--- src/ov7670_pkg.sv ---
package ov7670_pkg;

  // stored pixel: rgb444, red in the top nibble
  localparam int pxl_w = 12;

  // vga counter widths
  localparam int vga_cols_w = 10;
  localparam int vga_rows_w = 10;

  // horizontal timing, in pixels
  localparam int h_visible = 640;
  localparam int h_front   = 16;
  localparam int h_sync    = 96;
  localparam int h_back    = 48;

  // vertical timing, in lines
  localparam int v_visible = 480;
  localparam int v_front   = 10;
  localparam int v_sync    = 2;
  localparam int v_back    = 33;

  // lowest nibble value for a dominant color to count
  localparam int color_thresh = 8;

  // one-hot filter select, bit order follows the pixel nibbles
  typedef enum logic [2:0] {
    filt_none  = 3'b000,
    filt_red   = 3'b100,
    filt_green = 3'b010,
    filt_blue  = 3'b001
  } filter_t;

endpackage

--- src/vga_sync.sv ---
`timescale 1ns/1ps

module vga_sync (
  input  logic                               clk,
  input  logic                               rst_n,
  output logic                               visible,
  output logic                               new_pxl,
  output logic                               hsync,
  output logic                               vsync,
  output logic [ov7670_pkg::vga_cols_w-1:0]  col,
  output logic [ov7670_pkg::vga_rows_w-1:0]  row
);

  import ov7670_pkg::*;

  localparam int h_total = h_visible + h_front + h_sync + h_back; // 800
  localparam int v_total = v_visible + v_front + v_sync + v_back; // 525
  localparam int hs_beg  = h_visible + h_front;
  localparam int vs_beg  = v_visible + v_front;

  logic                  pxl_tgl;  // half rate pixel strobe
  logic [vga_cols_w-1:0] h_cnt;
  logic [vga_rows_w-1:0] v_cnt;

  always_ff @(posedge clk) begin
    if (!rst_n) begin
      pxl_tgl <= 1'b0;
      h_cnt   <= '0;
      v_cnt   <= '0;
    end else begin
      pxl_tgl <= ~pxl_tgl;
      if (pxl_tgl) begin
        if (h_cnt == vga_cols_w'(h_total - 1)) begin
          h_cnt <= '0;
          // end of line, step the row
          v_cnt <= (v_cnt == vga_rows_w'(v_total - 1)) ? '0 : v_cnt + 1'b1;
        end else begin
          h_cnt <= h_cnt + 1'b1;
        end
      end
    end
  end

  assign new_pxl = pxl_tgl;
  assign col     = h_cnt;
  assign row     = v_cnt;
  assign visible = (h_cnt < h_visible) && (v_cnt < v_visible);
  assign hsync   = !((h_cnt >= hs_beg) && (h_cnt < hs_beg + h_sync)); // active low
  assign vsync   = !((v_cnt >= vs_beg) && (v_cnt < vs_beg + v_sync));

endmodule

--- config.mk ---
export PLATFORM = sky130hd
export DESIGN_NAME = vga_sync
export DESIGN_NICKNAME = d
export VERILOG_FILES = /design/src/ov7670_pkg.sv /design/src/vga_sync.sv
export SDC_FILE = /design/constraint.sdc
export NUM_CORES = 1
export LEC_CHECK = 0
export ABC_AREA = 1
export BUFFER_PORTS_ARGS = -buffer_cell sky130_fd_sc_hd__buf_2
export CAP_MARGIN = 20
export CELL_PAD_IN_SITES_DETAIL_PLACEMENT = 0
export CELL_PAD_IN_SITES_GLOBAL_PLACEMENT = 1
export CORE_MARGIN = 2
export CORE_UTILIZATION = 35
export CTS_BUF_LIST = sky130_fd_sc_hd__clkbuf_4
export CTS_CLUSTER_DIAMETER = 120
export DETAILED_ROUTE_END_ITERATION = 8
export GPL_TIMING_DRIVEN = 0
export PLACE_DENSITY_LB_ADDON = 0.1
export SLEW_MARGIN = 20
export SYNTH_ARGS = -nofsm -noshare
export SYNTH_HDL_FRONTEND = slang
export SYNTH_SLANG_ARGS = --single-unit
--- constraint.sdc ---
create_clock -name clk -period 1.4 [get_ports clk]
set_input_delay 0.07 -clock clk [delete_from_list [all_inputs] [get_ports clk]]
set_output_delay 0.07 -clock clk [all_outputs]
set_load 0.02 [all_outputs]
Word level (Yosys, flattened, before mapping)
Index checks and enable logic that the tools add are counted.
{ "totals": {"ff_bits": 21, "mem_bits_rw": 0, "out_inout_bits": 24, "latch_bits": 0, "rom_bits": 0, "memories": 0, "word_cells": 22} }
{ "classes": {"mux": 2, "eq_ne": 2, "shifts": 0, "order_cmp": 6, "multipliers": 0, "n_reduce_logical": 6, "div_mod_pow": 0, "n_bitwise": 1, "addsub": 2} }
{ "ops": {"columns": ["cell", "n"], "rows": [
  ["10-bit by 1-bit adder with 10-bit output (second input constant)", 2],
  ["10-bit equality test (second input constant)", 2],
  ["10-bit less-than comparator (second input constant)", 2],
  ["10-bit by 9-bit less-than comparator with 1-bit output (second input constant)", 2],
  ["10-bit 2-to-1 mux", 2],
  ["10-bit >= comparator (second input constant)", 1],
  ["10-bit by 9-bit >= comparator with 1-bit output (second input constant)", 1],
  ["1-bit logical AND", 3],
  ["1-bit logical NOT", 2],
  ["2-bit AND reduction", 1],
  ["1-bit NOT", 1]
]} }

Longest topological paths before layout
Gate-level depths: netlist (run 1).
{ "logic_depth": {"depth_word": 3, "mapped_depth": 9} }

Worst setup path after synthesis (run 1)
Ideal clock, no wire load.
{ "synth_timing": {"path_type": "register to register", "startpoint": "register h_cnt[1], in the netlist col[1]", "endpoint": "register v_cnt[5], in the netlist row[5]", "required_ps": 1286, "setup_time_ps": 114, "stages_incl_launch_ff": 10, "period_less_slack_ps": 1483, "path_slack_ps": -83, "n_path_buf": 1, "t_arrival_ps": 1369, "path_cell_list": "dfxtp_1 > ha_1 > nand2_4 > nor2_4 > nand2_2 > nor2_4 > buf_6 > nand3_1 > nand2_1 > nor2_1"} }
{ "synth_via": {"elab_chain_cells": 2} }
{ "synth_rtl": {"columns": ["element", "line", "rtl"], "rows": [
  ["from (decl)", "vga_sync.sv:22", "logic [vga_cols_w-1:0] h_cnt;"],
  ["from (signal assigned)", "vga_sync.sv:38", "h_cnt <= h_cnt + 1'b1;"],
  ["10-bit equality test", "vga_sync.sv:33", "if (h_cnt == vga_cols_w'(h_total - 1)) begin"],
  ["2-bit AND reduction (no line)", null, null],
  ["to (signal assigned)", "vga_sync.sv:36", "v_cnt <= (v_cnt == vga_rows_w'(v_total - 1)) ? '0 : v_cnt + 1'b1;"],
  ["to (decl)", "vga_sync.sv:23", "logic [vga_rows_w-1:0] v_cnt;"]
]} }
Every way passes these cells.
A chain may end at the register's enable or synchronous reset.

Worst setup path in the final report (run 1)
{ "layout_timing": {"startpoint": "register pxl_tgl, in the netlist new_pxl", "endpoint": "register v_cnt[5], in the netlist row[5]"} }
{ "layout_via": {"elab_chain_cells": 1} }
{ "layout_rtl": {"columns": ["element", "line", "rtl"], "rows": [
  ["from (decl)", "vga_sync.sv:21", "logic pxl_tgl;"],
  ["from (signal assigned)", "vga_sync.sv:31", "pxl_tgl <= ~pxl_tgl;"],
  ["2-bit AND reduction (no line)", null, null]
]} }
Every way passes these cells.

==> results of run 1 <==
[worst max-delay path, delay by kind of cell (launching register included)]
family	cells	cell delay, ns
flops	1	0.37
buf+inv	1	0.15
simple gates	7	0.77
[repair_timing]
| item | in CTS | in global routing |
|---|---|---|
| endpoints found under the setup margin | 14 | 18 |
| pin swaps | 3 | 12 |
| setup buffers | 6 | 8 |
| gates cloned | 0 | 1 |
| hold buffers | 0 | 0 |
| resized for setup | 14 | 42 |
[layer usage]
metal | GRT usage | vias to the layer above | share of wire
met5 | 0 | - | 0
met4 | 0.0583 | 0 | 0.0068
met3 | 0.0252 | 2 | 0.026
met2 | 0.283 | 16 | 0.52
met1 | 0.192 | 595 | 0.45
li1 | - | 657 | -
[final cells by class]
type	instances	area share
buffer	3	0.0177
multi-input combinational	131	0.460
clock inverter	1	0.00294
sequential	21	0.264
timing repair buffer	40	0.149
tap	46	0.0338
inverter	25	0.0596
clock buffer	3	0.0132
[cells by family after synthesis]
kind of cell	synth area share
DFF	0.346
and+or+nand+nor	0.435
AOI/OAI and AO/OA	0.0577
xor gates and xnor gates	0.0216
buffers and inverters	0.0989
adders and majority gates	0.0412
[cell usage after synthesis (all sizes together)]
master / instances / area [um^2]
a21oi: 7 / 42.5
buf: 3 / 26.3
dfxtp: 21 / 420
ha: 4 / 50.1
inv: 25 / 93.8
nand2: 42 / 185
nand3: 14 / 75.1
nand3b: 1 / 7.51
nand4: 5 / 31.3
nor2: 42 / 175
nor3: 6 / 41.3
nor4: 2 / 12.5
o211ai: 1 / 7.51
o21ai: 4 / 20.0
xnor2: 1 / 8.76
xor2: 2 / 17.5
[flip-flops by register name, indices dropped and copies added (netlist names)]
register  cells
col          10
new_pxl       1
row          10
[power by group]
part	switching [mW]	leakage, nW	internal (mW)
clock	0.198	0.0177	0.107
combinational	0.0525	0.562	0.0343
sequential	0.00554	0.178	0.594
total	0.256	0.757	0.735
[final timing paths]
path                            start                   to  slack [ns]  cells after the start
hold reg to reg   row[1]$_SDFFE_PN0P_  row[1]$_SDFFE_PN0P_        0.55                      2
setup reg to reg   new_pxl$_SDFF_PN0_  row[5]$_SDFFE_PN0P_        0.02                      8
setup / recovery   new_pxl$_SDFF_PN0_  row[5]$_SDFFE_PN0P_        0.02                      8
hold / removal                  rst_n  row[0]$_SDFFE_PN0P_        0.09                      3
[through the flow]
step	utilization	std cells	setup WS (ns)	hold WS [ns]	area, um^2
final	0.510	270	0.0167	0.0916	1700
after global routing	0.510	270	-0.0542	0.0881	1700
after CTS	0.450	261	-0.0145	0.0737	1500
after detailed placement	0.420	251	-0.0823	0.435	1400
after global placement	0.420	251	-0.0655	0.423	1400
after floorplan	-	180	0.0159	0.234	1220
==> qor.txt, run 1 <==
register area: 449 um^2
syn avg cell area: 6.75 um^2
most frequent cells in the layout: nor2_1, nand2_1, buf_2
Tcrit/Tclk final: 0.988
HPWL Detailed: 2270 um
commonest non-fill, non-tap cell in the layout: nor2_1
initial core utilization: 0.364
RSZ-0062 raised after global routing: yes
Num CTS Buffers: 3
Clock Pin Slew Worst Setup and Hold Paths: 0.13 ns
WL final: 3080 um
Max Slew Vio Count: 0
CP most frequent cell: nand2_4
routed vias: 1270
diode count: 0
via/cell ratio: 4.70
Die X-Extent: 62.9 um
area of the multi-input gates: 782 um^2
global router's overall resource usage: 0.160
post-detailed-route wirelength per cell: 11.4 um
Pwr Density: 583 nW/um^2
VDD IR-drop max: 444 uV
actual slew at the worst max-slew pin: 0.347 ns
Design Power: 0.992 mW
Crit-path slowest cell: dfxtp_1
Post-Syn Nets: 186
first-pass GRT wire length: 5060 um
Warnings, synthesis: 0
share of cells above drive strength 1: 0.429
Worst Path Arrival: 1.60 ns
crit-path cells: buf_6, nand2_4, nor3_4, nand2_2, nand2_4, nand2_8, nand2_1, nor2_1
slew margin rel.: 0.768
clock sink count: 21
crit-path max cell delay: 0.37 ns
largest net degree at the start of global routing: 13
DRC: 0
total of max-cap violations: 0
Hold WC Path Type: primary input to flip-flop
number of global-route vias before repair: 1161
synthesized instance count: 180
fill cell count: 367
IO buf count: 25
crit path time final: 1.38 ns
Worst Path Max Fanout: 9
Die ar.: 3960 um^2
CTS max path bufs: 2
Final #Nets: 231
post-synthesis sequential area ratio: 0.346
GP Congestion: 0.769
final hold vios: 0
crit start category: flip-flop
mapped cell area: 1210 um^2
initial antenna violation count: 0
Fin Setup TNS: 0 ns
CTS tree: yes
synth unique cells: 24
critical setup path kind: flip-flop to flip-flop
LEAKAGE: 0.757 nW
Area Growth Syn to Fin: 40.0%
# rows: 21
Starting DRT DRC Count: 47
skew final: 0.00367 ns
final setup violation count: 0
#FFs+latches synth: 21
Core ar.: 3340 um^2
Ports: 26
grt total ovfl: 0
clock root cell: clkbuf_4
TritonRoute pass-1 iters: 4
status: finished clean
Die H: 62.9 um
post-route ant nets: 0
clk_lat worst skew: 0.31 ns
CP Capture Type: flip-flop
data required time of the critical path: 1.62 ns
H-tree levels: 1
fmax: 723 MHz
No activity file was read; power rests on OpenSTA's default activity.
==> inputs of run 2 (changes only) <==
--- a/config.mk
+++ b/config.mk
@@ -5,13 +5,12 @@
 export SDC_FILE = /design/constraint.sdc
 export NUM_CORES = 1
 export LEC_CHECK = 0
-export ABC_AREA = 1
 export BUFFER_PORTS_ARGS = -buffer_cell sky130_fd_sc_hd__buf_2
 export CAP_MARGIN = 20
 export CELL_PAD_IN_SITES_DETAIL_PLACEMENT = 0
 export CELL_PAD_IN_SITES_GLOBAL_PLACEMENT = 1
 export CORE_MARGIN = 2
-export CORE_UTILIZATION = 35
+export CORE_UTILIZATION = 36
 export CTS_BUF_LIST = sky130_fd_sc_hd__clkbuf_4
 export CTS_CLUSTER_DIAMETER = 120
 export DETAILED_ROUTE_END_ITERATION = 8
==> run 2 against run 1 <==
- the flow now finishes with violations (design-rule violations, negative setup slack)
- critical endpoint is now row[3]$_SDFFE_PN0P_
- first-iteration DRC count decreased by 34%
- combinational power decreased by 33%
- maximum frequency decreased by 25%
==> qor.txt, run 2 <==
Pwr Density: 656 nW/um^2
global router's overall resource usage: 0.179
power share of the clock group: 0.320
routed vias: 1098
WL final: 2860 um
share of cells above drive strength 1: 0.393
DRC: 3
Die X-Extent: 58.9 um
crit-path max cell delay: 0.57 ns
most frequent cells in the layout: buf_2, nor2_1, dfxtp_1
most used flip-flop cell after synthesis: dfxtp_1
clock root cell: clkbuf_4
crit path time final: 1.84 ns
Starting DRT DRC Count: 31
Post-Syn Nets: 135
area of the multi-input gates: 751 um^2
via/cell ratio: 5.52
Worst Path Arrival: 2.06 ns
Util after Layout: 0.539
VDD IR-drop max: 405 uV
Tcrit/Tclk final: 1.32
HPWL Detailed: 1880 um
fmax: 542 MHz
LEAKAGE: 0.621 nW
final setup violation count: 21
Area Growth Syn to Fin: 39.6%
post-synthesis compound-gate area fraction: 0.0808
GP Congestion: 0.830
status: finished, violations left
synthesized instance count: 129
register area: 434 um^2
post-synthesis sequential area ratio: 0.388
CP Capture Type: flip-flop
critical setup path kind: flip-flop to flip-flop
number of global-route vias before repair: 974
RSZ-0062 raised after global routing: yes
Crit-path slowest cell: or4b_4
crit-path cells: or4b_4, or3_4, a22o_1, o21a_1
Die H: 58.9 um
initial core utilization: 0.386
commonest non-fill, non-tap cell in the layout: buf_2
clock sink count: 21
fin cells: 199
Comb pwr share: 0.059
Core ar.: 2810 um^2
Max Slew Vio Count: 0
initial antenna violation count: 0
Top Family by Delay on Critical Path: simple AND/OR/NAND/NOR gates
syn avg cell area: 8.40 um^2
Post-synth ARST share: 0
Sw Pwr: 0.237 mW
DP Cell Count: 185
#FFs+latches synth: 21
Clock Pin Slew Worst Setup and Hold Paths: 0.11 ns
Final #Nets: 175
data required time of the critical path: 1.62 ns
final hold vios: 0
synth cell count leaders: dfxtp_1, nor2_1, xnor2_1
Num CTS Buffers: 3
sw frac: 0.239
H-tree levels: 1
Post-synth EDFFs: 0
first-pass GRT wire length: 4690 um
Ports: 26
Fin Setup TNS: -6.67 ns
mapped cell area: 1080 um^2
# rows: 19
synth unique cells: 32
fill cell count: 263
Synth Area in Simple Gates: 0.339
Cell Int Power: 0.755 mW
Reg power frac: 0.621
post-route ant nets: 0
WP buf/inv: 0
main combinational cell family by area after synthesis: simple AND/OR/NAND/NOR gates
Warnings, synthesis: 0
largest area contributor in the netlist: dfxtp_1
diode count: 0
skew final: 0.00149 ns
XOR/XNOR share of the synthesized area: 0.105
crit start category: flip-flop
TritonRoute pass-1 iters: 6
CTS max path bufs: 2
fraction of synthesized area in multiplexers: 0
clk_lat worst skew: 0.31 ns
top-count cell post-synth: dfxtp_1
Die ar.: 3460 um^2
CTS tree: yes
post-synthesis adder-cell area fraction: 0.0462
Hold WC Path Type: primary input to flip-flop
final worst setup slack: -0.443 ns
top cell type's share of synthesized area: 0.388
Worst Path Max Fanout: 5
total of max-cap violations: 0
actual slew at the worst max-slew pin: 0.448 ns
grt total ovfl: 0
largest net degree at the start of global routing: 12
IO buf count: 25
synth top area cells: dfxtp_1, xnor2_1, nor2_1
slew margin rel.: 0.701
failing checks: design-rule violations, negative setup slack
post-detailed-route wirelength per cell: 14.4 um
## run 2: cell count changes in the layout (fill, tap and decap cells not counted), moves of 5 or more
cell,previous run,this run
xnor2_1,1,12
dfxtp_1,8,14
nor2_2,6,1
nand2_1,30,6
buf_4,17,10
nor2_1,33,15
nand3_1,12,6
nand2_2,9,1
inv_1,20,6
## run 2: worst register-to-register path: cells and delay by family, from the launching register on
family,cells,cell delay [ns]
and+or+nand+nor,2,1.00
AOI/OAI and AO/OA,2,0.39
DFF,1,0.36
## run 2: metal layers
layer / track usage / vias up / part of all wire
li1: - / 540 / -
met1: 0.214 / 531 / 0.46
met2: 0.305 / 21 / 0.49
met3: 0.0396 / 6 / 0.037
met4: 0.0812 / 0 / 0.017
met5: 0 / - / 0
## run 2: cell families (layout without fill, tap and decap cells)
kind of cell,count (synthesis),count (layout)
AO/OA/AOI/OAI,12,12
adder cells (fa/ha/maj),4,4
flip-flops,21,21
buffers and inverters,11,49
AND/OR/NAND/NOR,68,69
XOR/XNOR,13,13
## run 2: final timing paths
check / endpoint / start / cells past startpoint / slack (ns)
setup / recovery: row[3]$_SDFFE_PN0P_ / col[5]$_SDFFE_PN0P_ / 4 / -0.44
hold / removal: col[6]$_SDFFE_PN0P_ / rst_n / 3 / 0.1
setup reg to reg: row[3]$_SDFFE_PN0P_ / col[5]$_SDFFE_PN0P_ / 4 / -0.44
hold reg to reg: row[7]$_SDFFE_PN0P_ / row[7]$_SDFFE_PN0P_ / 2 / 0.54
## run 2: metrics by stage
| step | hold WS [ns] | power, mW | setup slack, ns | area (um^2) |
|---|---|---|---|---|
| after floorplan | 0.282 | 0.656 | -0.565 | 1100 |
| after global placement | 0.458 | 0.674 | -0.654 | 1260 |
| after detailed placement | 0.469 | 0.675 | -0.680 | 1260 |
| after CTS | 0.0974 | 1.00 | -0.526 | 1430 |
| after global routing | 0.0908 | 1.04 | -0.490 | 1510 |
| final | 0.0981 | 0.992 | -0.443 | 1510 |
## run 2: power by group through the flow
stage	clock (mW)	sequential, mW	combinational, mW
global route	0.362	0.618	0.0640
finish	0.317	0.616	0.0584
global placement	0	0.621	0.0527
detailed placement	0	0.622	0.0529
floorplan	0	0.630	0.0265
CTS	0.332	0.613	0.0558
## run 2: layout make-up
| cell class | instances | area share |
|---|---|---|
| multi-input combinational | 98 | 0.496 |
| sequential | 21 | 0.287 |
| timing repair buffer | 37 | 0.151 |
| tap | 31 | 0.0256 |
| clock buffer | 4 | 0.0199 |
| inverter | 6 | 0.0149 |
| buffer | 2 | 0.00496 |
## run 2: repair_timing
action / 4_1_cts / 5_1_grt
pin swaps: 7 / 9
setup endpoints to repair: 20 / 21
cloned: 1 / 0
setup buffers: 8 / 4
hold buffers: 0 / 0
resized for setup: 17 / 15
